<file path="config.mk">
export PLATFORM = sky130hd
export DESIGN_NAME = pma_top
export DESIGN_NICKNAME = d
export VERILOG_FILES = /design/src/logic/pma_pkg.sv /design/src/logic/pma_status_if.sv /design/src/logic/pma_event_monitor.sv /design/src/logic/pma_match.sv /design/src/logic/pma_region_cfg.sv /design/src/logic/pma_top.sv
export VERILOG_INCLUDE_DIRS = /design/src /design/src/logic
export SDC_FILE = /design/constraint.sdc
export NUM_CORES = 1
export LEC_CHECK = 0
export BUFFER_PORTS_ARGS = -buffer_cell sky130_fd_sc_hd__clkbuf_2
export CORE_ASPECT_RATIO = 1.5
export CORE_UTILIZATION = 61
export CTS_CLUSTER_DIAMETER = 60
export CTS_CLUSTER_SIZE = 24
export DETAILED_ROUTE_END_ITERATION = 8
export PLACE_DENSITY = 0.81
export SLEW_MARGIN = 20
export SYNTH_ARGS = -nofsm -noshare
export SYNTH_HDL_FRONTEND = slang
export SYNTH_SLANG_ARGS = --single-unit
</file>
<file path="constraint.sdc">
create_clock -name clk -period 6.88 [get_ports clk]
set_clock_uncertainty 0.15 [all_clocks]
set_input_delay 0.344 -clock clk [delete_from_list [all_inputs] [get_ports clk]]
set_output_delay 0.344 -clock clk [all_outputs]
set_load 0.03 [all_outputs]
</file>
<file path="src/logic/pma_settings.svh">
// --------------------
// Build settings of the PMA checker
// Region count, data widths and the
// bit positions inside the attribute vector
// --------------------
`ifndef PMA_SETTINGS_SVH
`define PMA_SETTINGS_SVH

`define PMA_NUM_REGIONS      4
`define PMA_ADDR_W           32
`define PMA_CNT_W            16
`define PMA_ATTR_W           5

// Attribute vector layout
`define PMA_ATTR_VALID       0
`define PMA_ATTR_MAIN        1
`define PMA_ATTR_BUFFERABLE  2
`define PMA_ATTR_CACHEABLE   3
`define PMA_ATTR_INTEGRITY   4

`define PMA_EVT_NUM          6

`endif

</file>
<file path="src/logic/pma_pkg.sv">
// --------------------
// Shared types of the PMA checker
// Vector typedefs, event counter select codes
// and the overlap helper
// --------------------
`default_nettype none

`include "pma_settings.svh"

package pma_pkg;

  typedef logic [`PMA_ADDR_W-1:0]              addr_t;
  typedef logic [`PMA_ATTR_W-1:0]              attr_t;
  typedef logic [$clog2(`PMA_NUM_REGIONS)-1:0] region_idx_t;
  typedef logic [`PMA_NUM_REGIONS-1:0]         match_list_t;
  typedef logic [`PMA_CNT_W-1:0]               evt_cnt_t;
  typedef logic [$clog2(`PMA_EVT_NUM)-1:0]     evt_sel_t;

  // Counter select codes
  // Codes 6 and 7 are unused and read as zero
  localparam evt_sel_t EVT_ACCEPTED   = 3'd0;
  localparam evt_sel_t EVT_NO_MATCH   = 3'd1;
  localparam evt_sel_t EVT_MULTI      = 3'd2;
  localparam evt_sel_t EVT_DENIED     = 3'd3;
  localparam evt_sel_t EVT_MISALIGNED = 3'd4;
  localparam evt_sel_t EVT_STORE      = 3'd5;

  // True when two or more regions hit
  // Clearing the lowest set bit leaves something only if another bit is set
  function automatic logic is_multi(match_list_t ml);
    match_list_t rest;
    rest = ml & (ml - 1'b1);
    return rest != '0;
  endfunction

endpackage : pma_pkg

`default_nettype wire

</file>
<file path="src/logic/pma_status_if.sv">
// --------------------
// Checker status of one accepted transaction
// Producer, monitor and response views
// --------------------
`timescale 1ns/100ps
`default_nettype none

interface pma_status_if;
  import pma_pkg::*;

  logic        valid;
  logic        have_match;
  region_idx_t match_idx;
  match_list_t match_list;
  attr_t       attr;
  logic        allow;
  logic        misaligned;
  logic        is_store;

  // Driven by the match stage
  modport producer (
    output valid, have_match, match_idx, match_list, attr, allow, misaligned, is_store
  );

  // Event monitor view
  modport observer (
    input valid, have_match, match_idx, match_list, attr, allow, misaligned, is_store
  );

  // Response fields as seen by the top level
  modport resp (
    input valid, have_match, match_idx, match_list, attr, allow
  );

endinterface : pma_status_if

`default_nettype wire

</file>
<file path="src/logic/pma_event_monitor.sv">
// --------------------
// PMA event monitor
// Six wrapping counters fed from the status
// interface, with clear and select readout
// --------------------
`timescale 1ns/100ps
`default_nettype none

`include "pma_settings.svh"

module pma_event_monitor (
  input  wire                    clk,
  input  wire                    rst_n,

  // Counter control
  input  wire                    cnt_clear_i,
  input  wire pma_pkg::evt_sel_t cnt_sel_i,

  pma_status_if.observer         status,

  output pma_pkg::evt_cnt_t      cnt_value_o
);
  import pma_pkg::*;

  logic [`PMA_EVT_NUM-1:0] evt_hit;
  evt_cnt_t                cnt_q [`PMA_EVT_NUM];

  // Event classes of the status on the bus
  always_comb begin
    evt_hit                 = '0;
    evt_hit[EVT_ACCEPTED]   = 1'b1;
    evt_hit[EVT_NO_MATCH]   = !status.have_match;
    evt_hit[EVT_MULTI]      = is_multi(status.match_list);
    evt_hit[EVT_DENIED]     = !status.allow;
    evt_hit[EVT_MISALIGNED] = status.misaligned;
    evt_hit[EVT_STORE]      = status.is_store;
  end

  // Clear wins over any increment in the same cycle
  always_ff @(posedge clk or negedge rst_n) begin
    if (!rst_n) begin
      for (int i = 0; i < `PMA_EVT_NUM; i++) begin
        cnt_q[i] <= '0;
      end
    end else if (cnt_clear_i) begin
      for (int i = 0; i < `PMA_EVT_NUM; i++) begin
        cnt_q[i] <= '0;
      end
    end else if (status.valid) begin
      for (int i = 0; i < `PMA_EVT_NUM; i++) begin
        if (evt_hit[i]) begin
          cnt_q[i] <= cnt_q[i] + 1'b1;   // wraps at full scale
        end
      end
    end
  end

  // Readout straight from the counter registers
  always_comb begin
    case (cnt_sel_i)
      EVT_ACCEPTED:   cnt_value_o = cnt_q[EVT_ACCEPTED];
      EVT_NO_MATCH:   cnt_value_o = cnt_q[EVT_NO_MATCH];
      EVT_MULTI:      cnt_value_o = cnt_q[EVT_MULTI];
      EVT_DENIED:     cnt_value_o = cnt_q[EVT_DENIED];
      EVT_MISALIGNED: cnt_value_o = cnt_q[EVT_MISALIGNED];
      EVT_STORE:      cnt_value_o = cnt_q[EVT_STORE];
      default:        cnt_value_o = '0;
    endcase
  end

endmodule : pma_event_monitor

`default_nettype wire

</file>
<file path="src/logic/pma_match.sv">
// --------------------
// PMA match stage
// Acceptance, region match and priority pick,
// alignment and allow decision, status register
// --------------------
`timescale 1ns/100ps
`default_nettype none

`include "pma_settings.svh"

module pma_match (
  input  wire                   clk,
  input  wire                   rst_n,

  // Data side transaction
  input  wire                   trans_valid_i,
  input  wire pma_pkg::addr_t   trans_addr_i,
  input  wire [1:0]             trans_size_i,
  input  wire                   trans_we_i,
  output logic                  trans_ready_o,

  // Table state and its write strobe
  input  wire                   cfg_we_i,
  input  wire pma_pkg::addr_t   region_base_i [`PMA_NUM_REGIONS],
  input  wire pma_pkg::addr_t   region_mask_i [`PMA_NUM_REGIONS],
  input  wire pma_pkg::attr_t   region_attr_i [`PMA_NUM_REGIONS],

  pma_status_if.producer        status
);
  import pma_pkg::*;

  logic        accept;
  match_list_t match_list;
  logic        have_match;
  region_idx_t match_idx;
  attr_t       match_attr;
  logic        misaligned;
  logic        allow;

  // Hold off new transactions while the table is rewritten
  assign trans_ready_o = !cfg_we_i;
  assign accept        = trans_valid_i && trans_ready_o;

  // Per region hit
  always_comb begin
    for (int i = 0; i < `PMA_NUM_REGIONS; i++) begin
      match_list[i] = region_attr_i[i][`PMA_ATTR_VALID] &&
                      ((trans_addr_i & region_mask_i[i]) == region_base_i[i]);
    end
  end

  assign have_match = |match_list;

  // Lowest numbered hit wins, so scan downwards and let the last hit stick
  // No hit leaves the attributes at zero (I/O, nothing else set)
  always_comb begin
    match_idx  = '0;
    match_attr = '0;
    for (int i = `PMA_NUM_REGIONS - 1; i >= 0; i--) begin
      if (match_list[i]) begin
        match_idx  = region_idx_t'(i);
        match_attr = region_attr_i[i];
      end
    end
  end

  // Size 0 byte, 1 half, 2 word
  always_comb begin
    case (trans_size_i)
      2'd0:    misaligned = 1'b0;
      2'd1:    misaligned = trans_addr_i[0];
      default: misaligned = |trans_addr_i[1:0];  // size 3 handled as word
    endcase
  end

  // Misaligned access only allowed in main memory
  assign allow = have_match && !(misaligned && !match_attr[`PMA_ATTR_MAIN]);

  always_ff @(posedge clk or negedge rst_n) begin
    if (!rst_n) begin
      status.valid <= 1'b0;
    end else begin
      status.valid <= accept;
    end
  end

  // Status fields load with each accepted transaction
  always_ff @(posedge clk) begin
    if (accept) begin
      status.have_match <= have_match;
      status.match_idx  <= match_idx;
      status.match_list <= match_list;
      status.attr       <= match_attr;
      status.allow      <= allow;
      status.misaligned <= misaligned;
      status.is_store   <= trans_we_i;
    end
  end

endmodule : pma_match

`default_nettype wire

</file>
<file path="src/logic/pma_region_cfg.sv">
// --------------------
// PMA region table
// Base, mask and attributes per region,
// one entry written per configuration strobe
// --------------------
`timescale 1ns/100ps
`default_nettype none

`include "pma_settings.svh"

module pma_region_cfg (
  input  wire                       clk,
  input  wire                       rst_n,

  // Configuration write port
  input  wire                       cfg_we_i,
  input  wire pma_pkg::region_idx_t cfg_idx_i,
  input  wire pma_pkg::addr_t       cfg_base_i,
  input  wire pma_pkg::addr_t       cfg_mask_i,
  input  wire pma_pkg::attr_t       cfg_attr_i,

  // Table contents towards the checker
  output pma_pkg::addr_t            region_base_o [`PMA_NUM_REGIONS],
  output pma_pkg::addr_t            region_mask_o [`PMA_NUM_REGIONS],
  output pma_pkg::attr_t            region_attr_o [`PMA_NUM_REGIONS]
);
  import pma_pkg::*;

  logic [`PMA_NUM_REGIONS-1:0] entry_we;

  // Decode the strobe into one enable per entry
  always_comb begin
    for (int i = 0; i < `PMA_NUM_REGIONS; i++) begin
      entry_we[i] = cfg_we_i && (cfg_idx_i == region_idx_t'(i));
    end
  end

  // Every region comes out of reset invalid
  always_ff @(posedge clk or negedge rst_n) begin
    if (!rst_n) begin
      for (int i = 0; i < `PMA_NUM_REGIONS; i++) begin
        region_attr_o[i] <= '0;
      end
    end else begin
      for (int i = 0; i < `PMA_NUM_REGIONS; i++) begin
        if (entry_we[i]) begin
          region_attr_o[i] <= cfg_attr_i;
        end
      end
    end
  end

  // Address match fields
  always_ff @(posedge clk) begin
    for (int i = 0; i < `PMA_NUM_REGIONS; i++) begin
      if (entry_we[i]) begin
        region_base_o[i] <= cfg_base_i;
        region_mask_o[i] <= cfg_mask_i;
      end
    end
  end

endmodule : pma_region_cfg

`default_nettype wire

</file>
<file path="src/logic/pma_top.sv">
// --------------------
// PMA checker top level
// Region table, match stage and event
// monitor joined behind plain ports
// --------------------
`timescale 1ns/100ps
`default_nettype none

`include "pma_settings.svh"

module pma_top (
  input  wire                       clk,
  input  wire                       rst_n,

  // Region table configuration
  input  wire                       cfg_we_i,
  input  wire pma_pkg::region_idx_t cfg_idx_i,
  input  wire pma_pkg::addr_t       cfg_base_i,
  input  wire pma_pkg::addr_t       cfg_mask_i,
  input  wire pma_pkg::attr_t       cfg_attr_i,

  // Transaction request
  input  wire                       trans_valid_i,
  input  wire pma_pkg::addr_t       trans_addr_i,
  input  wire [1:0]                 trans_size_i,
  input  wire                       trans_we_i,
  output logic                      trans_ready_o,

  // Response, one cycle after acceptance
  output logic                      resp_valid_o,
  output logic                      resp_allow_o,
  output logic                      resp_hit_o,
  output pma_pkg::region_idx_t      resp_region_o,
  output pma_pkg::attr_t            resp_attr_o,
  output logic                      resp_multi_o,

  // Event counters
  input  wire                       cnt_clear_i,
  input  wire pma_pkg::evt_sel_t    cnt_sel_i,
  output pma_pkg::evt_cnt_t         cnt_value_o
);
  import pma_pkg::*;

  addr_t region_base [`PMA_NUM_REGIONS];
  addr_t region_mask [`PMA_NUM_REGIONS];
  attr_t region_attr [`PMA_NUM_REGIONS];

  pma_status_if status_if ();

  pma_region_cfg region_cfg0 (
    .clk           (clk),
    .rst_n         (rst_n),
    .cfg_we_i      (cfg_we_i),
    .cfg_idx_i     (cfg_idx_i),
    .cfg_base_i    (cfg_base_i),
    .cfg_mask_i    (cfg_mask_i),
    .cfg_attr_i    (cfg_attr_i),
    .region_base_o (region_base),
    .region_mask_o (region_mask),
    .region_attr_o (region_attr)
  );

  pma_match match0 (
    .clk           (clk),
    .rst_n         (rst_n),
    .trans_valid_i (trans_valid_i),
    .trans_addr_i  (trans_addr_i),
    .trans_size_i  (trans_size_i),
    .trans_we_i    (trans_we_i),
    .trans_ready_o (trans_ready_o),
    .cfg_we_i      (cfg_we_i),
    .region_base_i (region_base),
    .region_mask_i (region_mask),
    .region_attr_i (region_attr),
    .status        (status_if.producer)
  );

  pma_event_monitor event_monitor0 (
    .clk         (clk),
    .rst_n       (rst_n),
    .cnt_clear_i (cnt_clear_i),
    .cnt_sel_i   (cnt_sel_i),
    .status      (status_if.observer),
    .cnt_value_o (cnt_value_o)
  );

  // Response fields straight from the status register
  assign resp_valid_o  = status_if.valid;
  assign resp_allow_o  = status_if.allow;
  assign resp_hit_o    = status_if.have_match;
  assign resp_region_o = status_if.match_idx;
  assign resp_attr_o   = status_if.attr;
  assign resp_multi_o  = is_multi(status_if.match_list);

endmodule : pma_top

`default_nettype wire

</file>
==> results.cfg, run 1 <==
[run_status]
status = complete, no violations

[global_routing]
grt_util_met2_pct = 54.39
grtUsageMet3_pct = 4.052
antenna_found_initial = 1
overflow = 0
grt_use_total_pct = 29.00
use_met1_pct = 30.63
grt_pass1_wl_mm = 59.81
grt_busiest_layer = met2
grt_max_degree = 73
grt_pass1_vias = 11080

[routing]
ant_nets = 0
routedWlPerCell_um = 21.63
drc = 0
routed_via_density = 5.968
vias = 10731
drt_iter0_markers = 839
dr.pass1.iters = 5
routed_wl_mm = 38.89

[clock_tree]
cts_tree = yes
cts-root-buf = clkbuf_16
clk_latency_ns = 0.56
cts.clk_slew.worst_paths_ns = 0.09
cts_made_buffers = 23
htreeDepth = 1
clock_sinks = 388
cts_buffer_depth = 3

[power_and_ir_drop]
leakagePower_uw = 0.007292
powerDensity_nw_per_um2 = 234.1
peakVddDrop_uv = 330.3

[die]
num_rows = 73
fp.dieH_um = 203.5
initial_utilization_pct = 62.10
io_pins = 142
die_width_um = 136.3
core_um2 = 26580
die-area_um2 = 27730

[timing]
rsz0062_at_grt = no
hold_violations = 0
worst_slew_pin_slew_ns = 1.062
fin_crit_ns = 3.071
setup_tns_ns = 0
report.final.slew_viol_count = 0
report.final.setup_viol = 0
period_share_pct = 44.64
relSlewSlack_pct = 29.22
fmax_mhz = 325.6

[yosys]
ys.flop_type = edfxtp_1
ys_ff_latch = 388
synthCells = 1231
synth_compound_area_share_pct = 5.943
yosys_warnings = 0
seq_area_frac_synth_pct = 67.04
synth-edff-count = 271
synthSimpleGateAreaFrac_pct = 12.14
synth_xor_xnor_area_share_pct = 9.187
muxShareOfSynthArea_pct = 3.995
synth_area_um2 = 16510
synth.distinct_cells = 61
syn_nets = 1351
ys_async_sr_fraction_pct = 30.15
synth_adder_area_share_pct = 0.5761
syn_area_per_cell_um2 = 13.41
synth_top_family_by_area = simple AND/OR/NAND/NOR gates

[finish]
final_cell_mix = edfxtp_1 (271), nand2_1 (153), clkbuf_2 (139), xor2_1 (132), dfrtp_1 (117)
final_common_cell = edfxtp_1
syn2layout_area_growth_pct = 15.36
final_area_um2 = 19040
nNetsFinal = 1567
drive_gt1_share_pct = 16.10

[min_path]
hp-class = in2reg

[setup_path]
arrival_ns = 3.35
critPathLaunchType = register
worstPathMaxFanout = 4
worstPathRequired_ns = 7.16
endpoint_kind = register
path_class = reg2reg

[place]
portBuffers = 141
hpwl_mm = 25.85
placed_area_um2 = 17600
gp_congestion = 0.9207

[run]
cap_violations = 0
==> sequential cells by signal (all words and copies together), names as in the netlist <==
| register | flops |
|---|---|
| region_cfg0.region_base_o | 128 |
| region_cfg0.region_mask_o | 128 |
| event_monitor0.cnt_q | 96 |
| region_cfg0.region_attr_o | 20 |
| match0.status.attr | 5 |
| match0.status.match_list | 4 |
| match0.status.match_idx | 2 |
| match0.status.allow | 1 |
| match0.status.have_match | 1 |
| match0.status.is_store | 1 |
| match0.status.misaligned | 1 |
| match0.status.valid | 1 |
==> logic make-up after synthesis <==
kind of cell / count (synthesis)
simple gates: 412
buf+inv: 49
xor+xnor: 171
flops: 388
mux: 57
compound gates: 146
fa+ha+maj: 8
==> Yosys cell counts, types with 5 or more instances <==
cell      count  share of area (%)
a31oi_1       5               0.19
a22oi_1      12               0.55
o22a_1        5               0.27
xnor2_1      38                2.0
nor4_1        7               0.27
mux2_2       31                2.1
and3_1       22               0.83
and4_1        9               0.48
a21oi_1      40                1.2
ha_1          6               0.45
o21ai_0      27               0.82
nor3_1        6               0.18
mux2i_1      22                1.3
nor2_1       91                2.1
nand3_1      27               0.82
o221ai_1      8               0.42
dfrtp_1     117                 18
xor2_1      132                7.0
o22ai_1      11               0.42
a21boi_0      5               0.23
edfxtp_1    271                 49
nor2b_1       7               0.27
inv_1        18               0.41
clkbuf_1     26               0.59
nand4_1      42                1.6
or3_1        23               0.87
nand2_1     153                3.5
==> worst max-delay path, stage by stage, from the launching register on <==
cell       delay, ns
edfxtp_1        0.42
a21oi_1         0.18
o21ai_0         0.26
or4_1           0.53
or4_4           0.59
a2111oi_4       0.47
a221o_1         0.23
a22o_1          0.13
==> stage by stage <==
step	worst slack (ns)	utilization [%]	hold slack, ns	cells	power, µW
after floorplan	0.6435	-	-0.1016	1231	2853
after global placement	3.920	66.20	0.2412	1688	2988
after detailed placement	3.834	66.20	0.2421	1688	3001
after CTS	3.925	71.63	0.04470	1797	4460
after global routing	3.805	71.64	0.08296	1798	4585
final	3.809	71.64	0.07501	1798	4458
==> worst paths after layout <==
path	start	to	slack (ns)	cells past startpoint
min in group asynchronous	rst_n	event_monitor0.cnt_q[51]$_DFFE_PN0P_	0.19	2
min	trans_valid_i	match0.status.valid$_DFF_PN0_	0.08	3
max	region_cfg0.region_mask_o[30]$_DFFE_PP_	match0.status.attr[4]$_DFFE_PP_	3.81	7
max in group asynchronous	rst_n	event_monitor0.cnt_q[5]$_DFFE_PN0P_	4.99	3
min reg2reg	region_cfg0.region_attr_o[5]$_DFFE_PN0P_	region_cfg0.region_attr_o[5]$_DFFE_PN0P_	0.36	1
max reg2reg	region_cfg0.region_mask_o[30]$_DFFE_PP_	match0.status.attr[4]$_DFFE_PP_	3.81	7
==> area by class of cell <==
cell class	instances	area (µm²)
multi-input combinational	794	5261
fill	1681	7538
clock buffer	27	590.6
antenna	1	2.502
clock inverter	11	141.4
timing repair buffer	221	1486
tap	337	421.7
sequential	388	11070
inverter	19	71.32
==> metal layers <==
layer	wire [µm]	part of all wire, %	vias to the layer above
met4	2158	5.5	0
met5	0	0	-
met3	1986	5.1	102
met1	13140	34	5297
met2	21600	56	405
li1	-	-	4927
==> report_power, final <==
group          internal, µW  switching (µW)  total [µW]
registers              2610            50.1        2660
clock network           684             782        1470
logic                   128             200         328
total                  3430            1030        4460
==> repair_timing <==
item / 4_1_cts / 5_1_grt
resized for setup: 0 / 0
hold buffers: 71 / 0
buffers inserted: 0 / 0
hold endpoints to repair: 319 / 0
Power figures use the tool's default switching activity.
==> inputs of run 2 (changes only) <==
--- a/config.mk
+++ b/config.mk
@@ -8,11 +8,11 @@
 export LEC_CHECK = 0
 export BUFFER_PORTS_ARGS = -buffer_cell sky130_fd_sc_hd__clkbuf_2
 export CORE_ASPECT_RATIO = 1.5
-export CORE_UTILIZATION = 61
+export CORE_UTILIZATION = 54
 export CTS_CLUSTER_DIAMETER = 60
 export CTS_CLUSTER_SIZE = 24
 export DETAILED_ROUTE_END_ITERATION = 8
-export PLACE_DENSITY = 0.81
+export PLACE_DENSITY = 0.76
 export SLEW_MARGIN = 20
 export SYNTH_ARGS = -nofsm -noshare
 export SYNTH_HDL_FRONTEND = slang
==> constraint.sdc (replaced) <==
create_clock -name clk -period 2.51 [get_ports clk]
set_clock_uncertainty 0.15 [all_clocks]
set_input_delay 0.1255 -clock clk [delete_from_list [all_inputs] [get_ports clk]]
set_output_delay 0.1255 -clock clk [all_outputs]
set_load 0.03 [all_outputs]
==> run 2 against run 1 <==
Effect of this change:
- the flow now finishes with violations (setup timing)
- total power rose to 2.7 times the previous value
- final area is 3.2% higher
- critical endpoint is now match0.status.allow$_DFFE_PP_
- combinational power rose to 3.0 times the previous value
- sequential share of layout area shrank 1.8 points
- sequential power grew to 2.7 times the previous value
==> results.cfg, run 2 (synthesis results as in run 1) <==
[timing]
report.final.setup_viol = 9
worst_slew_pin_slew_ns = 0.9174
period_share_pct = 107.8
setup_tns_ns = -1.148
fin_crit_ns = 2.705
whs_ns = 0.001103
rsz0062_at_grt = yes
hold_violations = 0
report.final.slew_viol_count = 0
fmax_mhz = 369.6
setup_ws_ns = -0.1955
relSlewSlack_pct = 38.57

[finish]
top_regs = region_cfg0.region_base_o (128), region_cfg0.region_mask_o (128), event_monitor0.cnt_q (96)
multi_input_area_um2 = 5344
n_fill_cell = 2151
final_cells = 1907
n_antenna_cell = 0
syn2layout_area_growth_pct = 19.00
nNetsFinal = 1617
ff_latch_area_um2 = 11070
drive_gt1_share_pct = 18.91
final_common_cell = edfxtp_1
final_cell_mix = edfxtp_1 (271), nand2_1 (153), clkbuf_2 (139), xor2_1 (132), dfrtp_1 (117)

[routing]
ant_nets = 0
dr.pass1.iters = 5
routedWlPerCell_um = 20.56
routed_via_density = 5.662
drc = 0
drt_iter0_markers = 594
routed_wl_mm = 39.21
vias = 10797

[setup_path]
r2r_start = region_cfg0.region_mask_o[5]$_DFFE_PP_
r2r-end = match0.status.allow$_DFFE_PP_
reg2reg_setup_slack_ns = -0.20
arrival_ns = 2.96
path_class = reg2reg
critPathLaunchType = register
worstPathMaxFanout = 3
endpoint_kind = register
r2r_cells = 8
crit_start = region_cfg0.region_mask_o[5]$_DFFE_PP_
worstPathRequired_ns = 2.77

[clock_tree]
cts.clk_slew.worst_paths_ns = 0.09
clock_sinks = 388
htreeDepth = 1
cts_tree = yes
cts_buffer_depth = 3
cts-root-buf = clkbuf_16
cts_made_buffers = 21
clk_latency_ns = 0.54

[run_status]
violations = setup timing
status = finished, violations left

[place]
dpl.cell_count = 1792
portBuffers = 141
hpwl_mm = 27.61
gp_congestion = 0.9288

[die]
io_pins = 142
fp.dieH_um = 216.1
die_width_um = 144.8
core_um2 = 30160
initial_utilization_pct = 54.73
num_rows = 78
die-area_um2 = 31280

[global_routing]
antenna_found_initial = 0
grt_pass1_vias = 10989
grt_pass1_wl_mm = 60.00
grt_max_degree = 51
grt_use_total_pct = 26.02
overflow = 0

[power_and_ir_drop]
leakagePower_uw = 0.007555
peakVddDrop_uv = 795.0
powerDensity_nw_per_um2 = 602.7

[run]
cap_violations = 0

[min_path]
hp-class = in2async
## run 2: changes by cell type in the layout (fill, tap and decap cells not counted), moves of 3 or more
cell	delta
a21oi_2	+4
a21oi_1	-4
dlygate4sd3_1	+8
buf_6	+3
inv_6	-3
buf_4	+29
buf_12	+12
## run 2: worst max-delay path, cell delays in order (launching register included)
cell	delay, ns
edfxtp_1	0.42
a21oi_2	0.17
o22ai_2	0.13
or4_4	0.55
or4_4	0.47
buf_4	0.17
a2111oi_4	0.21
o221ai_2	0.17
a21boi_2	0.15
## run 2: cell type report
cell class | count | share of cell area, %
clock buffer | 26 | 2.771
timing repair buffer | 273 | 10.48
multi-input combinational | 794 | 27.21
inverter | 19 | 0.3631
sequential | 388 | 56.34
tap | 400 | 2.548
clock inverter | 7 | 0.2930
## run 2: stage by stage
stage	util, %	power [µW]	area (µm²)	setup WS, ns
floorplan	-	7817	16520	-0.2140
global placement	60.17	8251	18140	-0.2386
detailed placement	60.17	8286	18140	-0.2916
CTS	64.84	11880	19550	-0.2272
global route	65.13	12210	19640	-0.3204
finish	65.13	11840	19640	-0.1955
## run 2: worst max-delay path by stage
stage                                                     end  slack, ns
global placement                match0.status.allow$_DFFE_PP_      -0.24
global route                    match0.status.allow$_DFFE_PP_      -0.32
detailed placement              match0.status.allow$_DFFE_PP_      -0.29
finish                          match0.status.allow$_DFFE_PP_      -0.20
floorplan           region_cfg0.region_attr_o[15]$_DFFE_PN0P_      -0.21
CTS                             match0.status.allow$_DFFE_PP_      -0.23
## run 2: metal layers
layer	part of all wire [%]	GRT usage (%)
met1	34	27.08
met2	55	48.73
met3	5.1	3.800
met4	5.8	14.67
met5	0	0
## run 2: power breakdown
part           switching [µW]  total [µW]  internal [µW]  leakage (µW)
registers                 131        7290           7160       0.00408
logic                     566         973            407       0.00318
clock network            1990        3570           1580      0.000291
## run 2: timing repair
action	4_1_cts	5_1_grt
pin swaps	3	6
buffers inserted	0	3
endpoints found under the setup margin	10	10
hold buffers	79	0
endpoints found under the hold margin	374	0
gates resized for setup	4	13
